==> config.mk <==
export PLATFORM = sky130hd
export DESIGN_NAME = microController
export DESIGN_NICKNAME = d
export VERILOG_FILES = /design/src/hp35CtlPkg.sv /design/src/wordTimer.sv /design/src/opcodeParser.sv /design/src/execSequencer.sv /design/src/microController.sv
export SDC_FILE = /design/constraint.sdc
export NUM_CORES = 1
export LEC_CHECK = 0
export BUFFER_PORTS_ARGS = -buffer_cell sky130_fd_sc_hd__buf_2
export CAP_MARGIN = 20
export CORE_MARGIN = 4
export CORE_UTILIZATION = 43
export CTS_BUF_LIST = sky130_fd_sc_hd__clkbuf_4 sky130_fd_sc_hd__clkbuf_8
export DETAILED_ROUTE_END_ITERATION = 8
export GPL_TIMING_DRIVEN = 1
export PLACE_DENSITY = 0.73
export SLEW_MARGIN = 25
export SYNTH_ARGS = -nofsm -noshare
export SYNTH_HDL_FRONTEND = slang
export SYNTH_HIERARCHICAL = 1
export SYNTH_SLANG_ARGS = --single-unit
export TNS_END_PERCENT = 50
==> constraint.sdc <==
create_clock -name PHI2 -period 2.59 [get_ports PHI2]
set_input_delay 0.518 -clock PHI2 [delete_from_list [all_inputs] [get_ports PHI2]]
set_output_delay 0.518 -clock PHI2 [all_outputs]
set_load 0.1 [all_outputs]
==> src/hp35CtlPkg.sv <==
// Word timing constants and the parser, opcode and execution state enums
package hp35CtlPkg;

    // ----------------------------------------------------------
    // Word cycle timing
    // ----------------------------------------------------------
    localparam int WordBits  = 56;                      // Bit times in one word cycle
    localparam int BitTimeW  = 6;                       // Wide enough to count 0 to 55
    localparam int InstrBits = 10;                      // Instruction length on IS

    localparam int BitT5  = 5;                          // Status search may begin after this bit
    localparam int BitT14 = 14;                         // Pointer step follows this bit
    localparam int BitT18 = 18;                         // Last bit of the execution window
    localparam int BitT26 = 26;                         // Last bit of address output
    localparam int BitT45 = 45;                         // First instruction bit arrives on IS
    localparam int BitT54 = BitT45 + InstrBits - 1;     // Last instruction bit ends word select

    // ----------------------------------------------------------
    // Parser states, one per node of the decision tree
    // ----------------------------------------------------------
    // Each name lists the bits seen so far, oldest bit first
    typedef enum logic [4:0] {
        psIdle,                                         // Waiting for b45
        ps1x,     ps0x,
        ps00x,    ps001x,   ps000x,   ps0000x,
        ps01x,    ps010x,   ps0100x,
        ps0010x,  ps00100x, ps00101x,
        ps0011x,  ps00110x, ps00111x,
        ps0001x,
        psBusy                                          // Instruction in flight until opDone
    } parseState_t;

    // Decoded instruction classes handed from parser to sequencer
    typedef enum logic [3:0] {
        opJsb, opBrh,                                   // Type 1
        opArithP, opArithWp, opArithW,                  // Type 2 word selects
        opSst, opRst, opIst, opCst,                     // Type 3
        opSpt, opIpt, opPtd, opPti,                     // Type 4
        opNop                                           // Type 5, Type 6 and anything else
    } opcode_t;

    // ----------------------------------------------------------
    // Execution states
    // ----------------------------------------------------------
    typedef enum logic [4:0] {
        esIdle,
        esJsb, esJsbWait,                               // Jump to subroutine
        esBrhWait, esBrhOut,                            // Branch on carry clear
        esArithP, esArithWp, esArithWait,               // Arithmetic word select and wait
        esSstWait, esRstWait, esIstWait, esCstWait,     // Status ops waiting for b5
        esStDecr, esStThis, esStDone,                   // Shared status locate path
        esCstThis,                                      // Clear all status to end of field
        esSpt, esSptDone,                               // Set pointer
        esIpt, esIptSetC, esIptRstC,                    // Interrogate pointer
        esPtdWait, esPtdNow,                            // Pointer decrement
        esPtiWait, esPtiNow,                            // Pointer increment
        esNopWait,                                      // No-op waits for default address
        esAddrOut                                       // Default ROM address goes out
    } execState_t;

endpackage

==> src/wordTimer.sv <==
// Word-cycle bit-time counter and the decoded bit-time strobes
`timescale 1ns/100ps

module wordTimer (
    input  logic                             PHI2,
    input  logic                             pwor,
    output logic [hp35CtlPkg::BitTimeW-1:0] bitTime,   // Current bit time within the word
    output logic                             b5,
    output logic                             b14,
    output logic                             b18,
    output logic                             b26,
    output logic                             b45,
    output logic                             b54
);

    import hp35CtlPkg::*;

    localparam logic [BitTimeW-1:0] LastBit = BitTimeW'(WordBits - 1);

    // ----------------------------------------------------------
    // System counter
    // ----------------------------------------------------------
    // Stands in for the shared system counter of the calculator chips
    always_ff @(posedge PHI2 or posedge pwor) begin
        if (pwor) begin
            bitTime <= '0;                              // Word cycle restarts at bit 0
        end else if (bitTime == LastBit) begin
            bitTime <= '0;                              // Wrap after bit 55
        end else begin
            bitTime <= bitTime + 1'b1;
        end
    end

    // ----------------------------------------------------------
    // Timing decoder
    // ----------------------------------------------------------
    // Each strobe is true for the single cycle of its bit time
    assign b5  = (bitTime == BitTimeW'(BitT5));         // Start of status search
    assign b14 = (bitTime == BitTimeW'(BitT14));        // Pointer step begins next cycle
    assign b18 = (bitTime == BitTimeW'(BitT18));        // End of execution window
    assign b26 = (bitTime == BitTimeW'(BitT26));        // End of address output
    assign b45 = (bitTime == BitTimeW'(BitT45));        // First instruction bit on IS
    assign b54 = (bitTime == BitTimeW'(BitT54));        // Last instruction bit on IS

endmodule

==> src/opcodeParser.sv <==
// Serial decision-tree parser that classifies the instruction arriving on IS
`timescale 1ns/100ps

module opcodeParser (
    input  logic                PHI2,
    input  logic                pwor,
    input  logic                IS,                     // Serial instruction, first bit at b45
    input  logic                b45,
    input  logic                opDone,                 // Sequencer has finished the instruction
    output logic                opStart,                // One-cycle pulse, opcode valid with it
    output hp35CtlPkg::opcode_t opcode
);

    import hp35CtlPkg::*;

    parseState_t state;
    parseState_t nextState;
    logic        leafHit;                               // This cycle's bit completes a decision
    opcode_t     leafOp;                                // Class chosen at the leaf

    // ----------------------------------------------------------
    // Instruction parsing tree
    // ----------------------------------------------------------
    // One IS bit is consumed per cycle and every leaf heads to busy
    always_comb begin
        nextState = state;
        leafHit   = 1'b0;
        leafOp    = opNop;
        case (state)
            psIdle:   if (b45) nextState = IS ? ps1x : ps0x;     // Type 1 test
            ps1x: begin                                           // JSB or BRH
                leafHit = 1'b1;
                leafOp  = IS ? opBrh : opJsb;
            end
            ps0x:     nextState = IS ? ps01x : ps00x;            // Type 2 test
            ps01x: begin                                          // First word select bit
                if (IS) begin
                    leafHit = 1'b1;
                    leafOp  = opArithW;
                end else begin
                    nextState = ps010x;
                end
            end
            ps010x: begin                                         // Second word select bit
                if (IS) begin
                    leafHit = 1'b1;
                    leafOp  = opArithW;
                end else begin
                    nextState = ps0100x;
                end
            end
            ps0100x: begin                                        // Pointer only or up to pointer
                leafHit = 1'b1;
                leafOp  = IS ? opArithWp : opArithP;
            end
            ps00x:    nextState = IS ? ps001x : ps000x;          // Type 3 and 4 against 5 and 6
            ps001x:   nextState = IS ? ps0011x : ps0010x;        // Status against pointer
            ps0010x:  nextState = IS ? ps00101x : ps00100x;
            ps00100x: begin
                leafHit = 1'b1;
                leafOp  = IS ? opRst : opSst;
            end
            ps00101x: begin
                leafHit = 1'b1;
                leafOp  = IS ? opCst : opIst;
            end
            ps0011x:  nextState = IS ? ps00111x : ps00110x;
            ps00110x: begin
                leafHit = 1'b1;
                leafOp  = IS ? opIpt : opSpt;
            end
            ps00111x: begin
                leafHit = 1'b1;
                leafOp  = IS ? opPti : opPtd;
            end
            ps000x:   nextState = IS ? ps0001x : ps0000x;        // Type 5 against Type 6
            ps0001x, ps0000x: begin
                leafHit = 1'b1;                                   // Only the default address
                leafOp  = opNop;                                  // output is left to do
            end
            psBusy:   if (opDone) nextState = psIdle;            // One instruction per word
            default:  nextState = psIdle;
        endcase
        if (leafHit) begin
            nextState = psBusy;
        end
    end

    // ----------------------------------------------------------
    // Registers
    // ----------------------------------------------------------
    always_ff @(posedge PHI2 or posedge pwor) begin
        if (pwor) begin
            state   <= psIdle;
            opStart <= 1'b0;
        end else begin
            state   <= nextState;
            opStart <= leafHit;                         // Rises the cycle after the leaf bit
        end
    end

    // The class is captured with the pulse and held while busy
    always_ff @(posedge PHI2) begin
        if (leafHit) begin
            opcode <= leafOp;
        end
    end

endmodule

==> src/execSequencer.sv <==
// Execution state machine that waits on bit times and qualifiers and drives the control lines
`timescale 1ns/100ps

module execSequencer (
    input  logic                PHI2,
    input  logic                pwor,
    input  logic                opStart,                // Accepted only while idle
    input  hp35CtlPkg::opcode_t opcode,
    input  logic                b5,
    input  logic                b14,
    input  logic                b18,
    input  logic                b26,
    input  logic                b54,
    input  logic                carryFf,                // Branch is taken only when clear
    input  logic                stqZero,                // Selected status bit is at the end
    input  logic                isEqPtr,                // Pointer field matches the pointer
    output logic                opDone,
    output logic                jsb,
    output logic                brh,
    output logic                ptOnly,
    output logic                up2Pt,
    output logic                arithW,
    output logic                istW,
    output logic                stDecN,
    output logic                sst,
    output logic                rst,
    output logic                ist,
    output logic                spt,
    output logic                iptR,
    output logic                iptS,
    output logic                ptd,
    output logic                pti
);

    import hp35CtlPkg::*;

    execState_t state;
    execState_t nextState;
    opcode_t    opReg;                                  // Remembers the status target

    // ----------------------------------------------------------
    // Next state
    // ----------------------------------------------------------
    always_comb begin
        nextState = state;
        case (state)
            esIdle: begin
                if (opStart) begin
                    case (opcode)
                        opJsb:     nextState = esJsb;
                        opBrh:     nextState = esBrhWait;
                        opArithP:  nextState = esArithP;
                        opArithWp: nextState = esArithWp;
                        opArithW:  nextState = esArithWait;
                        opSst:     nextState = esSstWait;
                        opRst:     nextState = esRstWait;
                        opIst:     nextState = esIstWait;
                        opCst:     nextState = esCstWait;
                        opSpt:     nextState = esSpt;
                        opIpt:     nextState = esIpt;
                        opPtd:     nextState = esPtdWait;
                        opPti:     nextState = esPtiWait;
                        default:   nextState = esNopWait;
                    endcase
                end
            end
            // Type 1
            esJsb:       if (b54) nextState = esJsbWait;           // Return address is saved
            esJsbWait:   if (b18) nextState = esAddrOut;
            esBrhWait:   if (b18) nextState = carryFf ? esAddrOut : esBrhOut;
            esBrhOut:    if (b26) nextState = esIdle;              // Branch address replaces default
            // Type 2
            esArithP, esArithWp: begin
                if (b54) nextState = esArithWait;                  // Word select is done
            end
            esArithWait: if (b18) nextState = esAddrOut;           // A&R chip does the work
            // Type 3 shares one locate path after b5
            esSstWait, esRstWait, esIstWait, esCstWait: begin
                if (b5) nextState = esStDecr;
            end
            esStDecr: begin
                if (stqZero) nextState = (opReg == opCst) ? esCstThis : esStThis;
            end
            esStThis:    nextState = b18 ? esAddrOut : esStDone;   // One cycle of the operation
            esStDone:    if (b18) nextState = esAddrOut;
            esCstThis:   if (b18) nextState = esAddrOut;           // Clears to the end of the field
            // Type 4
            esSpt:       if (b54) nextState = esSptDone;
            esSptDone:   if (b18) nextState = esAddrOut;
            esIpt: begin
                if (!isEqPtr) begin
                    nextState = esIptRstC;                         // Mismatch seen so reset carry
                end else if (b54) begin
                    nextState = esIptSetC;                         // Matched the whole field
                end
            end
            esIptSetC, esIptRstC: begin
                if (b18) nextState = esAddrOut;
            end
            esPtdWait:   if (b14) nextState = esPtdNow;
            esPtiWait:   if (b14) nextState = esPtiNow;
            esPtdNow, esPtiNow: begin
                if (b18) nextState = esAddrOut;                    // Four-cycle pointer step
            end
            esNopWait:   if (b18) nextState = esAddrOut;
            esAddrOut:   if (b26) nextState = esIdle;              // Default ROM address is out
            default:     nextState = esIdle;
        endcase
    end

    // ----------------------------------------------------------
    // Registers
    // ----------------------------------------------------------
    always_ff @(posedge PHI2 or posedge pwor) begin
        if (pwor) begin
            state <= esIdle;
        end else begin
            state <= nextState;
        end
    end

    always_ff @(posedge PHI2) begin
        if (state == esIdle && opStart) begin
            opReg <= opcode;                            // Held until the next instruction
        end
    end

    // ----------------------------------------------------------
    // Control lines
    // ----------------------------------------------------------
    // Both exits toward the parser finish at b26
    assign opDone = b26 && (state == esAddrOut || state == esBrhOut);

    assign jsb    = (state == esJsb);
    assign brh    = (state == esBrhOut);                // Serial branch address on Ia
    assign ptOnly = (state == esArithP);
    assign up2Pt  = (state == esArithWp);
    assign arithW = (state == esArithWait);
    assign istW   = (state == esIstWait);               // Shifter holds off for interrogate
    assign stDecN = (state == esStDecr);
    assign sst    = (state == esStThis) && (opReg == opSst);
    assign rst    = ((state == esStThis) && (opReg == opRst)) || (state == esCstThis);
    assign ist    = (state == esStThis) && (opReg == opIst);
    assign spt    = (state == esSpt);
    assign iptR   = (state == esIptRstC);
    assign iptS   = (state == esIptSetC);
    assign ptd    = (state == esPtdNow);
    assign pti    = (state == esPtiNow);

endmodule

==> src/microController.sv <==
// Top level joining the word timer, opcode parser and execution sequencer
`timescale 1ns/100ps

module microController (
    input  logic PHI2,
    input  logic pwor,
    input  logic IS,                                    // Serial instruction from ROM
    input  logic carryFf,
    input  logic stqZero,
    input  logic isEqPtr,
    output logic jsb,
    output logic brh,
    output logic ptOnly,
    output logic up2Pt,
    output logic arithW,
    output logic istW,
    output logic stDecN,
    output logic sst,
    output logic rst,
    output logic ist,
    output logic spt,
    output logic iptR,
    output logic iptS,
    output logic ptd,
    output logic pti
);

    import hp35CtlPkg::*;

    // Bit-time strobes shared by parser and sequencer
    logic    b5;
    logic    b14;
    logic    b18;
    logic    b26;
    logic    b45;
    logic    b54;
    logic    opStart;                                   // Parser hands over a decoded class
    logic    opDone;                                    // Sequencer releases the parser
    opcode_t opcode;

    // ----------------------------------------------------------
    // Timing decoder
    // ----------------------------------------------------------
    // The raw count is left open here and only the strobes are used
    wordTimer i_timer (
        .PHI2(PHI2), .pwor(pwor), .bitTime(),
        .b5(b5), .b14(b14), .b18(b18), .b26(b26), .b45(b45), .b54(b54)
    );

    // ----------------------------------------------------------
    // Instruction parsing and execution
    // ----------------------------------------------------------
    opcodeParser i_parser (
        .PHI2(PHI2), .pwor(pwor), .IS(IS), .b45(b45), .opDone(opDone),
        .opStart(opStart), .opcode(opcode)
    );

    execSequencer i_sequencer (
        .PHI2(PHI2), .pwor(pwor), .opStart(opStart), .opcode(opcode),
        .b5(b5), .b14(b14), .b18(b18), .b26(b26), .b54(b54),
        .carryFf(carryFf), .stqZero(stqZero), .isEqPtr(isEqPtr), .opDone(opDone),
        .jsb(jsb), .brh(brh), .ptOnly(ptOnly), .up2Pt(up2Pt), .arithW(arithW),
        .istW(istW), .stDecN(stDecN), .sst(sst), .rst(rst), .ist(ist), .spt(spt),
        .iptR(iptR), .iptS(iptS), .ptd(ptd), .pti(pti)
    );

endmodule

==> run metrics <==
synthesized area 2338 um^2; syn_area_per_cell 8.177 um^2; CP endpoint kind output pin; most frequent cell after synthesis nor2_1; Starting Density between 40% and 50%; total gr overflow 0; pin count of the biggest net entering global routing 21; status completed; DR vias/cell ~5.9; Detailed Routing Iterations Pass 1 5; setup TNS 0 ns; Post-Route WL around 5600 um; Fmax achieved approximately 400 MHz; worst vdd ir about 0.25 mV; H-tree Lvls 1; global-route wire length before repair 9294 um; Rel. slew slack roughly three fifths; Finished Layout Cells 369; Placed Instances between 300 and 400; synth top area cells dfrtp_1 18%, edfxtp_1 10%, nor2_1 4.7%; Max Clock Skew ~0.0055 ns; DR WL/cell 15.12 um; Vias 2,184; Layout area overhead 13.80%; share of flip-flops with an asynchronous set or reset 68.00%; Final Hold Vio Count 0; GRT Total Usage 17.40%; Hold/Removal Path Class in2async; crit path max fanout 10; Buffers on Ports 20; reg2reg path depth 8; critical path class reg2out; initial DRC count approximately 130; Root Buffer clkbuf_8; core area 5205 um^2; crit share post-route between 90% and 100%; GP Congestion slightly below 0.9; n_diodes 0; layout cells sized above 1 22.07%; Die Wd 81.75 um; CP cell instances buf_4 -> or3_1 -> nor2_2 -> buf_2; Yosys reg bits 25; RSZ-0062 raised after global routing false; PostCTS Resize Cnt 1; Slowest-stage cell, CP dfrtp_1; Syn Inst Count 286; Seq/Total Area, Yosys 28.46%; die area approximately 6700 um^2; num rows 26; commonest cells in the netlist 29 x nor2_1, 17 x a21oi_1, 17 x dfrtp_1, 15 x buf_2, 15 x inv_1; Synth Flop Type dfrtp_1; Sink Count 25; DP HPWL 4240 um; endpoint arrival time on the critical path 1.97 ns; worst-skew pair later-pin latency 0.26 ns; startpoint types flop; chip height between 80 and 90 um; CTS Buf Count 3; post-route ant nets 0; total power 0.9399 mW; top-area cell type share of the netlist area ~18%; number of flops mapped to enable cells by yosys 8; Max Slew Vio Count 0; Power Dens Cells 353.2 nW/um^2; top-level I/O count 21; initial antenna violation count 0; DRC viols 0; P_leak 1.068 nW; crit-path max cell delay about 0.50 ns; post-synthesis cell type count 73; Yosys top cell by area dfrtp_1; fin area 2661 um^2; yosys warns 6; clock slew at reported path FFs 0.09 ns; worst slew pin tran 0.5914 ns; Max Cap Viol 0; Total Nets Final between 300 and 400; Placed Area roughly 2600 um^2; Post-CTS Repair Setup Buffers 0; syn_nets about 300; hold buffers post-CTS 0; Req. time, crit path just over 2 ns; vias in the first global route 1,962; crit path time final 2.488 ns; Max clock buf depth 2; # setup viols final 0; CTS tree done
[stage by stage]
step           setup slack [ns]  utilization [%]  hold slack (ns)
2_1_floorplan           -0.3562                -           0.2965
5_1_grt                 0.01608            51.13           0.1690
6_report                 0.1019            51.13           0.1677
3_5_place_dp             0.2507            49.86           0.4595
4_1_cts                 0.04188            50.82           0.1636
3_3_place_gp             0.3374            49.86           0.4561
[cell usage in the layout (no fill, tap or decap), drive strengths merged, types with 5 or more instances in the layout]
cell type,Yosys,routed
mux2,5,5
buf,21,32
a21o,5,5
nor2,30,30
o21ai,11,11
nor3b,6,6
a21oi,17,17
edfxtp,8,8
o211ai,10,10
nor3,8,8
nor2b,7,7
nand2b,12,12
dfrtp,17,17
nand2,14,14
and3,5,5
ha,6,6
clkbuf,5,7
inv,16,16
nand3b,6,6
nand3,8,8
[state kept, by name, indices dropped and copies added, names as in the netlist]
register / flops
i_parser/opStart: 1
i_parser/opcode: 4
i_parser/state: 5
i_sequencer/opReg: 4
i_sequencer/state: 5
i_timer/bitTime: 6
[critical path: cells and delay by family, from the launching register on]
| kind | cells | cell delay (ns) |
|---|---|---|
| buf+inv | 2 | 0.66 |
| flops | 1 | 0.50 |
| simple gates | 2 | 0.55 |
[path summary, 6_finish.rpt]
path	startpoint	to	slack (ns)
max	i_sequencer/state[1]	stDecN	0.10
min	pwor	i_sequencer/state[4]	0.17
max reg2reg	i_timer/bitTime[0]	i_sequencer/state[2]	0.25
min reg2reg	i_timer/bitTime[0]	i_timer/bitTime[0]	0.54
max in group asynchronous	pwor	i_parser/opStart	2.20
min in group PHI2	i_timer/bitTime[0]	i_timer/bitTime[0]	0.54
[layer usage]
| layer | routed length (um) | vias up | global-route usage, % |
|---|---|---|---|
| met5 | 0 | - | 0 |
| met2 | 2788 | 54 | 30.29 |
| li1 | - | 1073 | - |
| met1 | 2512 | 1051 | 22.72 |
| met3 | 198 | 6 | 1.974 |
| met4 | 81 | 0 | 4.651 |
[cell type report]
class,instances,area [um^2]
tap,70,87.58
multi-input combinational,218,1496
timing repair buffer,35,295.3
inverter,17,63.81
clock buffer,4,48.80
fill,500,2544
sequential,25,669.4
[kinds of logic (layout without fill, tap and decap cells)]
group	Yosys count	after routing	share of synthesized area, %
AO/OA/AOI/OAI	77	77	23.06
XOR/XNOR	4	4	1.498
adder cells (fa/ha/maj)	6	6	3.210
buffers and inverters	43	56	8.667
flip-flops	25	25	28.46
multiplexers	9	9	4.120
AND/OR/NAND/NOR	122	122	30.98
[power by group]
part	internal, mW	switching [mW]	leakage [nW]	total [mW]
logic	0.0875	0.117	0.771	0.204
clock network	0.120	0.118	0.0262	0.239
registers	0.446	0.0507	0.271	0.497
total	0.654	0.286	1.07	0.940
(Power assumes the default switching activity.)
